--- src/common/zx_bus_pkg.sv ---
`default_nettype none

package zx_bus_pkg;

	// ====================
	// Z80 bus
	// ====================

	localparam int CPU_ADDR_W = 16;   // A15..A0
	localparam int CPU_DATA_W = 8;

	// ====================
	// Memory modes
	// ====================

	// Code width matches the machine config selector
	localparam int MODE_W = 3;

	localparam logic [MODE_W-1:0] MODE_STD128 = 3'd0;  // 128K and +2
	localparam logic [MODE_W-1:0] MODE_P1024  = 3'd1;  // Pentagon 1024K
	localparam logic [MODE_W-1:0] MODE_PF1024 = 3'd2;  // Profi 1024K
	localparam logic [MODE_W-1:0] MODE_ZX48   = 3'd3;  // Paging locked out
	localparam logic [MODE_W-1:0] MODE_PLUS3  = 3'd4;  // +2A and +3

	// ====================
	// Paging ports
	// ====================

	// 7FFD, 1FFD and EFF7 are partially decoded from single address lines.
	// The Profi port is the only one that needs a full compare
	localparam logic [CPU_ADDR_W-1:0] PORT_DFFD = 16'hDFFD;

endpackage

`default_nettype wire

--- src/common/zx_mem_pkg.sv ---
`default_nettype none

package zx_mem_pkg;

	// ====================
	// SDRAM address map
	// ====================

	localparam int RAM_ADDR_W = 24;                       // Byte address
	localparam int PAGE_OFS_W = 14;                       // Offset in a 16K page
	localparam int RAM_PAGE_W = RAM_ADDR_W - PAGE_OFS_W;  // 16K page number
	localparam int BANK_W     = 6;                        // 64 RAM pages, 1M
	localparam int ROM_PAGE_W = 4;

	// ROM images sit at 2M, sixteen pages of 16K
	localparam logic [RAM_PAGE_W-ROM_PAGE_W-1:0] ROM_BASE_TAG = 6'b00_1000;

	// ====================
	// Paging registers
	// ====================

	// 7FFD, same byte read two ways.
	// Pentagon 1024 reuses the upper bits as extra bank bits
	typedef union packed {
		struct packed {
			logic [1:0] unused;
			logic       lock;       // Freezes paging until reset
			logic       rom_sel;    // Low ROM select
			logic       screen;     // Shadow screen in bank 7
			logic [2:0] bank;       // Bank in slot 3
		} std_map;
		struct packed {
			logic [1:0] bank_hi;    // Pentagon bank bits 4:3
			logic       lock_bank;  // Bank bit 5, or lock with EFF7 bit 2
			logic [4:0] low;
		} ext_map;
	} page_7ffd_u;

	// 1FFD on the +2A/+3.
	// Special bit 0 switches all four slots to RAM
	typedef union packed {
		struct packed {
			logic [3:0] unused;
			logic       motor;      // Disk motor
			logic       rom_hi;     // High ROM select
			logic       unused_1;
			logic       special;    // Zero in this view
		} norm_map;
		struct packed {
			logic [3:0] unused;
			logic       motor;
			// 0: 0 1 2 3
			// 1: 4 5 6 7
			// 2: 4 5 6 3
			// 3: 4 7 6 3
			logic [1:0] cfg;
			logic       special;
		} spc_map;
	} page_1ffd_u;

endpackage

`default_nettype wire

--- src/design/paging/addr_map.sv ---
`timescale 1ns/100ps
`default_nettype none

module addr_map (
	input  wire  [zx_bus_pkg::CPU_ADDR_W-1:0] cpu_addr,
	input  wire                               mreq_n,
	input  wire                               rd_n,
	input  wire                               wr_n,
	input  wire  [zx_bus_pkg::MODE_W-1:0]     mode,
	input  wire  zx_mem_pkg::page_7ffd_u      reg_7ffd,
	input  wire  zx_mem_pkg::page_1ffd_u      reg_1ffd,
	input  wire  [2:0]                        page_128k,
	output logic [zx_mem_pkg::RAM_ADDR_W-1:0] ram_addr,
	output logic                              ram_rd,
	output logic                              ram_we,
	output logic [zx_mem_pkg::ROM_PAGE_W-1:0] rom_page,
	output logic                              screen_page,
	output logic [zx_mem_pkg::BANK_W-1:0]     ram_ext_bank
);

	logic                              is_plus3;
	logic                              is_zx48;
	logic                              special;    // +3 all-RAM mode
	logic [1:0]                        slot;       // 16K slot of the CPU map
	logic [11:0]                       sp_banks;   // Slot 3 down to slot 0
	logic [2:0]                        sp_bank;
	logic [zx_mem_pkg::RAM_PAGE_W-1:0] ram_page;

	assign is_plus3 = (mode == zx_bus_pkg::MODE_PLUS3);
	assign is_zx48  = (mode == zx_bus_pkg::MODE_ZX48);
	assign special  = reg_1ffd.spc_map.special;
	assign slot     = cpu_addr[15:14];

	assign ram_ext_bank = {page_128k, reg_7ffd.std_map.bank};
	assign screen_page  = reg_7ffd.std_map.screen;

	// ====================
	// ROM select
	// ====================

	always_comb begin
		if (is_plus3)
			rom_page = {2'b01, reg_1ffd.norm_map.rom_hi, reg_7ffd.std_map.rom_sel};
		else if (is_zx48)
			rom_page = 4'b1101;   // 48K BASIC image
		else
			rom_page = {3'b001, reg_7ffd.std_map.rom_sel};
	end

	// ====================
	// Page select
	// ====================

	// Fixed +3 special layouts
	always_comb begin
		case (reg_1ffd.spc_map.cfg)
			2'd0:    sp_banks = {3'd3, 3'd2, 3'd1, 3'd0};
			2'd1:    sp_banks = {3'd7, 3'd6, 3'd5, 3'd4};
			2'd2:    sp_banks = {3'd3, 3'd6, 3'd5, 3'd4};
			default: sp_banks = {3'd3, 3'd6, 3'd7, 3'd4};
		endcase
	end

	assign sp_bank = sp_banks[3*slot +: 3];

	always_comb begin
		ram_page = '0;
		if (special) begin
			ram_page[2:0] = sp_bank;
		end else begin
			case (slot)
				2'd0:    ram_page = {zx_mem_pkg::ROM_BASE_TAG, rom_page};
				2'd1:    ram_page[2:0] = 3'd5;
				2'd2:    ram_page[2:0] = 3'd2;
				default: ram_page[zx_mem_pkg::BANK_W-1:0] = ram_ext_bank;
			endcase
		end
	end

	assign ram_addr = {ram_page, cpu_addr[zx_mem_pkg::PAGE_OFS_W-1:0]};

	// ROM space is read only, unless special mode put RAM there
	assign ram_rd = ~mreq_n & ~rd_n;
	assign ram_we = ~mreq_n & ~wr_n & ((|slot) | special);

endmodule

`default_nettype wire

--- src/design/paging/page_regs.sv ---
`timescale 1ns/100ps
`default_nettype none

module page_regs (
	input  wire                               clk_sys,
	input  wire                               reset,
	input  wire  [zx_bus_pkg::MODE_W-1:0]     memory_mode,
	input  wire                               wr_7ffd,
	input  wire                               wr_1ffd,
	input  wire                               wr_dffd,
	input  wire                               wr_eff7,
	input  wire  [zx_bus_pkg::CPU_DATA_W-1:0] wr_data,
	output logic [zx_bus_pkg::MODE_W-1:0]     mode,
	output zx_mem_pkg::page_7ffd_u            reg_7ffd,
	output zx_mem_pkg::page_1ffd_u            reg_1ffd,
	output logic [zx_bus_pkg::CPU_DATA_W-1:0] reg_eff7,
	output logic [2:0]                        page_128k,   // Bank bits 5:3
	output logic                              paging_locked
);

	logic is_zx48;
	logic is_p1024;
	logic p1024_compat;   // EFF7 bit 2, Pentagon 128 behaviour

	assign is_zx48      = (mode == zx_bus_pkg::MODE_ZX48);
	assign is_p1024     = (mode == zx_bus_pkg::MODE_P1024);
	assign p1024_compat = reg_eff7[2];

	// ====================
	// Lock
	// ====================

	// In Pentagon 1024 bit 5 is a bank bit,
	// and only turns back into the lock in compatible mode
	assign paging_locked = is_zx48
		| (~is_p1024 & reg_7ffd.std_map.lock)
		| (is_p1024 & p1024_compat & reg_7ffd.ext_map.lock_bank);

	// ====================
	// Registers
	// ====================

	always_ff @(posedge clk_sys) begin
		if (reset) begin
			mode      <= memory_mode;   // Follows the selector while in reset
			reg_7ffd  <= '0;
			reg_1ffd  <= '0;
			reg_eff7  <= '0;
			page_128k <= '0;
		end else begin
			if (wr_7ffd && !paging_locked) begin
				reg_7ffd <= wr_data;
				// Pentagon order is bit 5, then 7:6
				if (is_p1024 && !p1024_compat)
					page_128k <= {wr_data[5], wr_data[7:6]};
			end

			if (wr_1ffd && !paging_locked)
				reg_1ffd <= wr_data;

			// Profi extension ignores the 7FFD lock
			if (wr_dffd)
				page_128k <= wr_data[2:0];

			if (wr_eff7)
				reg_eff7 <= wr_data;   // Only bit 2 matters for paging
		end
	end

endmodule

`default_nettype wire

--- src/design/paging/port_decode.sv ---
`timescale 1ns/100ps
`default_nettype none

module port_decode (
	input  wire                               clk_sys,
	input  wire                               reset,
	input  wire  [zx_bus_pkg::CPU_ADDR_W-1:0] cpu_addr,
	input  wire  [zx_bus_pkg::CPU_DATA_W-1:0] cpu_dout,
	input  wire                               iorq_n,
	input  wire                               wr_n,
	input  wire                               m1_n,
	input  wire  [zx_bus_pkg::MODE_W-1:0]     mode,
	output logic                              wr_7ffd,
	output logic                              wr_1ffd,
	output logic                              wr_dffd,
	output logic                              wr_eff7,
	output logic [zx_bus_pkg::CPU_DATA_W-1:0] wr_data
);

	logic                              io_wr;     // Bus level, M1 excludes INTA
	logic                              io_wr_q;
	logic                              io_wr_qq;
	logic                              wr_rise;
	logic [zx_bus_pkg::CPU_ADDR_W-1:0] addr_q;
	logic [zx_bus_pkg::CPU_DATA_W-1:0] data_q;
	logic                              is_plus3;
	logic                              is_p1024;
	logic                              is_pf1024;
	logic                              hit_7ffd;
	logic                              hit_1ffd;
	logic                              hit_dffd;
	logic                              hit_eff7;

	assign io_wr   = ~iorq_n & ~wr_n & m1_n;
	assign wr_rise = io_wr_q & ~io_wr_qq;   // Long writes count once

	assign is_plus3  = (mode == zx_bus_pkg::MODE_PLUS3);
	assign is_p1024  = (mode == zx_bus_pkg::MODE_P1024);
	assign is_pf1024 = (mode == zx_bus_pkg::MODE_PF1024);

	// ====================
	// Port decode
	// ====================

	// The +3 decodes A14 as well, so 1FFD does not alias onto 7FFD
	assign hit_7ffd = ~addr_q[15] & ~addr_q[1] & (addr_q[14] | ~is_plus3);
	assign hit_1ffd = is_plus3 & ~addr_q[15] & ~addr_q[14] & ~addr_q[13] & addr_q[12]
		& ~addr_q[1];
	assign hit_dffd = is_pf1024 & (addr_q == zx_bus_pkg::PORT_DFFD);
	assign hit_eff7 = is_p1024 & addr_q[15] & addr_q[14] & addr_q[13] & ~addr_q[12]
		& ~addr_q[3];

	// Address and data captured with the level
	always_ff @(posedge clk_sys) begin
		addr_q <= cpu_addr;
		data_q <= cpu_dout;
		if (wr_rise) wr_data <= data_q;
	end

	always_ff @(posedge clk_sys) begin
		if (reset) begin
			io_wr_q  <= 1'b0;
			io_wr_qq <= 1'b0;
			wr_7ffd  <= 1'b0;
			wr_1ffd  <= 1'b0;
			wr_dffd  <= 1'b0;
			wr_eff7  <= 1'b0;
		end else begin
			io_wr_q  <= io_wr;
			io_wr_qq <= io_wr_q;
			wr_7ffd  <= wr_rise & hit_7ffd;   // One-cycle strobes
			wr_1ffd  <= wr_rise & hit_1ffd;
			wr_dffd  <= wr_rise & hit_dffd;
			wr_eff7  <= wr_rise & hit_eff7;
		end
	end

endmodule

`default_nettype wire

--- src/design/zx_paging.sv ---
`timescale 1ns/100ps
`default_nettype none

module zx_paging (
	input  wire                               clk_sys,
	input  wire                               reset,
	input  wire  [zx_bus_pkg::MODE_W-1:0]     memory_mode,
	input  wire  [zx_bus_pkg::CPU_ADDR_W-1:0] cpu_addr,
	input  wire  [zx_bus_pkg::CPU_DATA_W-1:0] cpu_dout,
	input  wire                               iorq_n,
	input  wire                               mreq_n,
	input  wire                               rd_n,
	input  wire                               wr_n,
	input  wire                               m1_n,
	output logic [zx_mem_pkg::RAM_ADDR_W-1:0] ram_addr,
	output logic                              ram_rd,
	output logic                              ram_we,
	output logic [zx_mem_pkg::ROM_PAGE_W-1:0] rom_page,
	output logic                              screen_page,
	output logic [zx_mem_pkg::BANK_W-1:0]     ram_ext_bank
);

	logic                              wr_7ffd;
	logic                              wr_1ffd;
	logic                              wr_dffd;
	logic                              wr_eff7;
	logic [zx_bus_pkg::CPU_DATA_W-1:0] wr_data;
	logic [zx_bus_pkg::MODE_W-1:0]     mode;
	zx_mem_pkg::page_7ffd_u            reg_7ffd;
	zx_mem_pkg::page_1ffd_u            reg_1ffd;
	logic [2:0]                        page_128k;

	// ====================
	// Port writes
	// ====================

	port_decode u_port_decode (
		.clk_sys  (clk_sys),
		.reset    (reset),
		.cpu_addr (cpu_addr),
		.cpu_dout (cpu_dout),
		.iorq_n   (iorq_n),
		.wr_n     (wr_n),
		.m1_n     (m1_n),
		.mode     (mode),
		.wr_7ffd  (wr_7ffd),
		.wr_1ffd  (wr_1ffd),
		.wr_dffd  (wr_dffd),
		.wr_eff7  (wr_eff7),
		.wr_data  (wr_data)
	);

	// EFF7 and the lock only steer the register updates
	page_regs u_page_regs (
		.clk_sys       (clk_sys),
		.reset         (reset),
		.memory_mode   (memory_mode),
		.wr_7ffd       (wr_7ffd),
		.wr_1ffd       (wr_1ffd),
		.wr_dffd       (wr_dffd),
		.wr_eff7       (wr_eff7),
		.wr_data       (wr_data),
		.mode          (mode),
		.reg_7ffd      (reg_7ffd),
		.reg_1ffd      (reg_1ffd),
		.reg_eff7      (),
		.page_128k     (page_128k),
		.paging_locked ()
	);

	// ====================
	// Memory map
	// ====================

	addr_map u_addr_map (
		.cpu_addr     (cpu_addr),
		.mreq_n       (mreq_n),
		.rd_n         (rd_n),
		.wr_n         (wr_n),
		.mode         (mode),
		.reg_7ffd     (reg_7ffd),
		.reg_1ffd     (reg_1ffd),
		.page_128k    (page_128k),
		.ram_addr     (ram_addr),
		.ram_rd       (ram_rd),
		.ram_we       (ram_we),
		.rom_page     (rom_page),
		.screen_page  (screen_page),
		.ram_ext_bank (ram_ext_bank)
	);

endmodule

`default_nettype wire

--- config.mk ---
export PLATFORM = sky130hd
export DESIGN_NAME = zx_paging
export DESIGN_NICKNAME = d
export VERILOG_FILES = /design/src/common/zx_bus_pkg.sv /design/src/common/zx_mem_pkg.sv /design/src/design/paging/addr_map.sv /design/src/design/paging/page_regs.sv /design/src/design/paging/port_decode.sv /design/src/design/zx_paging.sv
export SDC_FILE = /design/constraint.sdc
export NUM_CORES = 1
export LEC_CHECK = 0
export BUFFER_PORTS_ARGS = -buffer_cell sky130_fd_sc_hd__clkbuf_2
export CAP_MARGIN = 25
export CORE_MARGIN = 1
export CORE_UTILIZATION = 48
export DETAILED_ROUTE_END_ITERATION = 8
export PLACE_DENSITY = 0.7
export SLEW_MARGIN = 30
export SYNTH_ARGS = -nofsm -noshare
export SYNTH_HDL_FRONTEND = slang
export SYNTH_HIERARCHICAL = 1
export SYNTH_SLANG_ARGS = --single-unit
--- constraint.sdc ---
create_clock -name clk_sys -period 2.77 [get_ports clk_sys]
set_clock_uncertainty 0.2 [all_clocks]
set_input_delay 0.277 -clock clk_sys [delete_from_list [all_inputs] [get_ports clk_sys]]
set_output_delay 0.277 -clock clk_sys [all_outputs]
set_load 0.05 [all_outputs]
==> key figures, run 1 <==
Synthesis
  • Post-synth design cell area: 0.00209 sq mm
  • YS warnings: 6
  • Syn Inst Count: 184
  • Syn_area_per_cell: between 10 and 15 sq um

Route
  • Starting DRT DRC Count: 46
  • WL per Instance: 13.2 um
  • Final routed wirelength across all metal layers: 4040 um
  • Drt via density: 4.84
  • Number of remaining DRC errors: 0
  • Via count: 1482
  • Antenna Nets Post-Route: 0
  • DRT Pass-1 Iters: 4

Power
  • Power per cell area: 559 mW/mm^2
  • Static leakage: 0.00113 uW
  • Worst ir drop on vdd: 0.387 mV
  • Total power consumption of the routed design: between 1000 and 1500 uW

Setup path
  • Crit path kind: reg2out
  • CP endpoint kind: output pin
  • Setup slack on the worst flop-to-flop path: 1020 ps
  • Worst Reg2Reg Path Length in Cells: 3
  • Capture point of the worst reg-to-reg path: u_page_regs/reg_7ffd[1]$_SDFFE_PP0P_
  • Required time of the critical path: 2290 ps
  • Launching instance or port of the critical path: u_page_regs/mode[2]$_DFFE_PP_
  • Reg-to-reg critical path startpoint: u_page_regs/mode[0]$_DFFE_PP_
  • Max Fanout on Critical Path: 7
  • Startpoint type of the worst setup path: flop
  • Data arrival time of the worst path: 1840 ps
  • Timing endpoint of the critical path: ram_addr[17]

STA
  • Post-route clock period utilization: 83.6%
  • Max-slew violations: 0
  • Worst hold slack: 18.3 ps
  • RSZ-0062 raised after global routing: false
  • Final hold viol count: 0
  • Period minus WS final: 2320 ps
  • Achievable frequency: 432 MHz
  • Setup total negative slack: 0 ps
  • Remaining max-slew budget at the tightest pin: between 60% and 70%
  • Least-Margin Pin Slew: 522 ps
  • Final setup viols: 0

Clock tree
  • Clock input transition at the sequential cells of the worst setup and hold paths: 90 ps
  • Library cell used as clock root buffer: clkbuf_8
  • Clk sink count: 54
  • CTS buffer count: 5
  • Clk Latency, worst-skew pair: 300 ps
  • CTS Buffer Depth: 2
  • CTS tree: done
  • Clock H-tree levels: 2
  • Setup Fix Bufs, Post-CTS: 0

GRT
  • Maximum number of pins on one net before global-route repair: 26
  • Global-route wire length before repair: just under 6000 um
  • Remaining global-route overflow: 0
  • Number of global-route vias before repair: 1278
  • Antenna violations before repair: 0
  • GRT Resource Usage Total: 18.0%

Floorplan
  • Count of pins on the block boundary: 71
  • Chip Width: 67.9 um
  • Row count: 23
  • Starting density of the core: 51.1%
  • Die Footprint: between 0.004 and 0.005 sq mm
  • Core area: 0.00409 sq mm
  • Die Y: 67.9 um

Final layout
  • Final antenna diode count: 0
  • Final cell count without fillers: 306
  • Net total in the final layout: between 200 and 300
  • Area growth from synthesis to layout: 25.7%
  • Share of final-layout standard cells stronger than drive strength 1: 31.6%

Placement
  • Count of input and output buffers: 67
  • Number of cells after detailed placement: 271
  • HPWL Detailed: between 2000 and 3000 um
  • Gpl congestion: 0.764

Min path
  • Worst hold-check path type: in2reg
  • Hold Path Stages: 1

Run
  • Number of maximum-capacitance constraint violations: 0

Run status
  • Result of the run: finished, final reports clean
-- final cells by class --
cell class / instances / area, sq um
clock inverters: 2 / 10.0
repair buffers: 94 / 606
multi-input cells: 95 / 663
flip-flops and latches: 54 / 1190
well taps: 50 / 62.6
inverters: 5 / 18.8
clock buffers: 6 / 72.6
fillers: 323 / 1460
-- worst min-delay path by stage --
stage	start	endpoint	slack (ps)
6_report	cpu_addr[14]	u_port_decode/addr_q[14]$_DFF_P_	20
5_1_grt	cpu_addr[14]	u_port_decode/addr_q[14]$_DFF_P_	20
4_1_cts	cpu_addr[14]	u_port_decode/addr_q[14]$_DFF_P_	7
3_5_place_dp	cpu_dout[7]	u_port_decode/data_q[7]$_DFF_P_	180
3_3_place_gp	cpu_dout[4]	u_port_decode/data_q[4]$_DFF_P_	180
2_1_floorplan	cpu_addr[0]	u_port_decode/addr_q[0]$_DFF_P_	100
-- sequential cells by signal, summed over array words and instances, names as in the netlist, 3 cells and up --
register and count:
u_port_decode/addr_q 16, u_port_decode/wr_data 8, u_page_regs/reg_7ffd 6, u_page_regs/page_128k 3
u_page_regs/mode 3, u_page_regs/reg_1ffd 3, u_port_decode/data_q 8
-- repair_timing --
| item | CTS | global route |
|---|---|---|
| gates resized for setup | 0 | 0 |
| hold buffers | 27 | 0 |
| endpoints found under the hold margin | 26 | 0 |
-- per-stage QoR --
step / setup WS [ps] / cell area [sq um] / utilization [%]
after floorplan: 122 / 2090 / -
after global placement: 797 / 2270 / 55.6
after detailed placement: 781 / 2270 / 55.6
after CTS: 443 / 2620 / 64.2
after global routing: 355 / 2620 / 64.2
final: 453 / 2620 / 64.2
-- worst max-delay path: stages, from the launching register on --
cell	delay [ps]
edfxtp_1	490
nand3b_1	270
or3_1	340
a21oi_1	140
clkbuf_2	290
-- power by group --
| part | total [uW] | internal [uW] | switching (uW) | leakage [uW] |
|---|---|---|---|---|
| Sequential | 844 | 829 | 15.6 | 0.000458 |
| Combinational | 212 | 74.7 | 137 | 0.000628 |
| Clock | 409 | 176 | 234 | 0.0000450 |
| Total | 1470 | 1080 | 387 | 0.00113 |
-- cell usage in the layout, fill, tap and decap left out, types with 2 or more instances in the layout --
cell type	n
or4_1	2
nand4_1	2
nor4b_1	2
o21ai_0	4
nor2b_1	2
nor3_1	3
clkbuf_8	5
edfxtp_1	11
nand3_1	5
conb_1	3
a21oi_1	4
dfxtp_1	43
a311oi_1	3
nand2b_1	16
dlygate4sd3_1	27
nand2_1	4
clkinv_2	2
nand3b_1	3
clkbuf_2	67
nor2_1	12
nor3b_1	3
inv_1	5
mux2i_1	9
-- metal layers --
layer	track usage [%]	wire length [um]	vias up
met4	7.03	56	0
met2	31.3	2060	47
met5	0	0	-
li1	-	-	751
met1	21.2	1760	678
met3	4.50	165	6
No activity file was read; power rests on OpenSTA's default activity.
==> run 2: changes to the inputs <==
--- a/config.mk
+++ b/config.mk
@@ -8,9 +8,9 @@
 export BUFFER_PORTS_ARGS = -buffer_cell sky130_fd_sc_hd__clkbuf_2
 export CAP_MARGIN = 25
 export CORE_MARGIN = 1
-export CORE_UTILIZATION = 48
+export CORE_UTILIZATION = 47
 export DETAILED_ROUTE_END_ITERATION = 8
-export PLACE_DENSITY = 0.7
+export PLACE_DENSITY = 0.72
 export SLEW_MARGIN = 30
 export SYNTH_ARGS = -nofsm -noshare
 export SYNTH_HDL_FRONTEND = slang
==> constraint.sdc (replaced) <==
create_clock -name clk_sys -period 2.1 [get_ports clk_sys]
set_clock_uncertainty 0.2 [all_clocks]
set_input_delay 0.21 -clock clk_sys [delete_from_list [all_inputs] [get_ports clk_sys]]
set_output_delay 0.21 -clock clk_sys [all_outputs]
set_load 0.05 [all_outputs]
==> run 2 against run 1 <==
  * Flip-flop and latch count unchanged
  * Worst hold slack better by 190 ps
  * Final cell count up 3.3%
  * Core utilization up 2.6 points
  * Clock power up 50%
  * Highest routed layer unchanged
  * Register-to-register slack worse by 740 ps
==> key figures, run 2 (synthesized netlist as in run 1, its figures left out) <==
Setup path
  • Critical path's top delay family: flip-flops
  • Setup slack on the worst flop-to-flop path: between 200 and 300 ps
  • Startpoint type of the worst setup path: flop
  • Peak per-stage delay on the critical path: 370 ps
  • Required time of the critical path: approximately 1700 ps
  • Data arrival time of the worst path: 1630 ps
  • Worst path slowest cell: edfxtp_1
  • Crit path kind: reg2out
  • CP endpoint kind: output pin
  • Capture point of the worst reg-to-reg path: u_page_regs/page_128k[1]$_SDFFE_PP0P_
  • WP buf/inv: 2
  • Worst Reg2Reg Path Length in Cells: 5
  • Max Fanout on Critical Path: 2
  • Reg-to-reg critical path startpoint: u_page_regs/mode[2]$_DFFE_PP_
  • Crit path cell chain: buf_6, or3b_4, o21a_1, o2bb2ai_2, buf_8

Min path
  • Worst hold-check path type: reg2reg
  • Worst hold path endpoint: u_port_decode/wr_data[0]$_DFFE_PP_
  • Hold wc startpoint: u_port_decode/data_q[0]$_DFF_P_
  • Hold Path Stages: 0

Final layout
  • Final non-filler cell area: approximately 0.0028 sq mm
  • Top register by number of flip-flops: u_port_decode/addr_q
  • Area of combinational cells with multiple inputs: ~700 sq um
  • Register area: about 0.0012 sq mm
  • Most common cell after layout, fill and taps aside: clkbuf_2
  • Share of final-layout standard cells stronger than drive strength 1: a little over a third
  • Area growth from synthesis to layout: 32.7%
  • Flip-flop count of the largest register after layout: 16
  • Highest-count cells in the layout ignoring fill and taps: clkbuf_2 (64), dfxtp_1 (42), dlygate4sd3_1 (30)
  • Net total in the final layout: 299
  • Top Registers: u_port_decode/addr_q: 16 flops, u_port_decode/data_q: 8 flops, u_port_decode/wr_data: 8 flops
  • Final antenna diode count: 0
  • Layout fillers: 330

STA
  • Final hold viol count: 0
  • Achievable frequency: 490 MHz
  • Period minus WS final: 2040 ps
  • Post-route clock period utilization: 97.2%
  • Final setup viols: 0
  • Max-slew violations: 0
  • Post-route worst setup slack: just under 60 ps
  • RSZ-0062 raised after global routing: false
  • Worst hold slack: 208 ps

Power
  • Net switching fraction of the power: 25.1%
  • Power per cell area: 735 mW/mm^2
  • Switching Power: approximately 500 uW
  • Clock network fraction of total power: between 30% and 40%
  • Worst ir drop on vdd: 0.404 mV
  • Total power consumption of the routed design: about 2000 uW
  • Gate power share: 15.5%
  • Internal power of the cells: 1520 uW
  • Static leakage: between 0.001 and 0.0015 uW
  • Register share of total power: about 54%

Floorplan
  • Row count: 23
  • Starting density of the core: 50.4%
  • Die Y: 68.6 um
  • Core area: ~0.0041 sq mm
  • Chip Width: 68.6 um
  • Count of pins on the block boundary: between 70 and 80
  • Die Footprint: 0.00471 sq mm

Route
  • Starting DRT DRC Count: 39
  • Number of remaining DRC errors: 0
  • Drt via density: 4.84
  • Via count: 1530
  • Antenna Nets Post-Route: 0
  • DRT Pass-1 Iters: 4
  • Final routed wirelength across all metal layers: ~3900 um
  • WL per Instance: 12.3 um

Placement
  • Worst-case setup slack after placement: about 230 ps
  • Count of input and output buffers: 67
  • HPWL Detailed: 2670 um
  • Placement Cell Area: about 0.0023 sq mm
  • Gpl congestion: 0.770

Clock tree
  • Clock input transition at the sequential cells of the worst setup and hold paths: 90 ps
  • CTS Buffer Depth: 2
  • CTS tree: done
  • Clk Latency, worst-skew pair: 290 ps
  • Clk sink count: 54
  • Clock H-tree levels: 2
  • CTS buffer count: 5
  • Library cell used as clock root buffer: clkbuf_8

GRT
  • Global-route wire length before repair: 6000 um
  • Remaining global-route overflow: 0
  • Maximum number of pins on one net before global-route repair: 22
  • Number of global-route vias before repair: 1359
  • GRT Resource Usage Total: ~18%
  • Antenna violations before repair: 0

Run status
  • Result of the run: finished, final reports clean

Run
  • Number of maximum-capacitance constraint violations: 0
-- run 2: changes by cell type in the layout (fill, tap and decap cells not counted), moves of 2 or more --
| cell | previous run | this run |
|---|---|---|
| buf_4 | 0 | 6 |
| clkbuf_2 | 67 | 64 |
| dlygate4sd3_1 | 27 | 30 |
| buf_6 | 0 | 2 |
| clkinv_2 | 2 | 0 |
| nor3_1 | 3 | 1 |
| nor3_2 | 0 | 2 |
-- run 2: final cells by class --
cell class                      instances  share of cell area (%)
Tap cell                               50                    2.26
Clock buffer                            7                    3.52
Inverter                                5                   0.678
Clock inverter                          1                   0.226
Multi-Input combinational cell         95                    24.6
Sequential cell                        54                    43.1
Timing Repair Buffer                  104                    25.7
-- run 2: worst max-delay path by stage --
stage / endpoint / from / depth (start not counted)
finish: ram_addr[15] / u_page_regs/mode[2]$_DFFE_PP_ / 5
global route: ram_addr[15] / u_page_regs/mode[2]$_DFFE_PP_ / 5
CTS: ram_addr[15] / u_page_regs/mode[2]$_DFFE_PP_ / 5
detailed placement: ram_addr[15] / u_page_regs/mode[0]$_DFFE_PP_ / 4
global placement: ram_addr[15] / u_page_regs/mode[0]$_DFFE_PP_ / 4
floorplan: ram_addr[18] / cpu_addr[14] / 3
-- run 2: metrics by stage --
stage,instances,TNS [ps],util (%)
finish,316,0,66.8
global route,316,0,66.8
CTS,314,0,66.1
detailed placement,275,0,55.9
global placement,275,0,55.9
floorplan,186,-76.2,-
-- run 2: layer usage --
metal	track usage, %	part of all wire, %	up-vias
met3	4.93	5.0	4
met2	31.5	51	53
met5	0	0	-
met4	7.03	1.2	0
li1	-	-	773
met1	20.6	43	700
-- run 2: power groups by stage --
stage          Sequential (uW)  Combinational [uW]  Clock, uW
2_1_floorplan             1130                 199          0
3_3_place_gp              1130                 254          0
3_5_place_dp              1130                 255          0
4_1_cts                   1110                 306        635
5_1_grt                   1110                 333        681
6_report                  1110                 315        613
-- run 2: repair_timing --
action | in CTS | in global routing
gates resized for setup | 3 | 8
hold buffers | 30 | 0
pin swaps | 0 | 2
buffers inserted | 1 | 2
cloned | 0 | 0
hold endpoints to repair | 30 | 0
setup endpoints to repair | 4 | 3
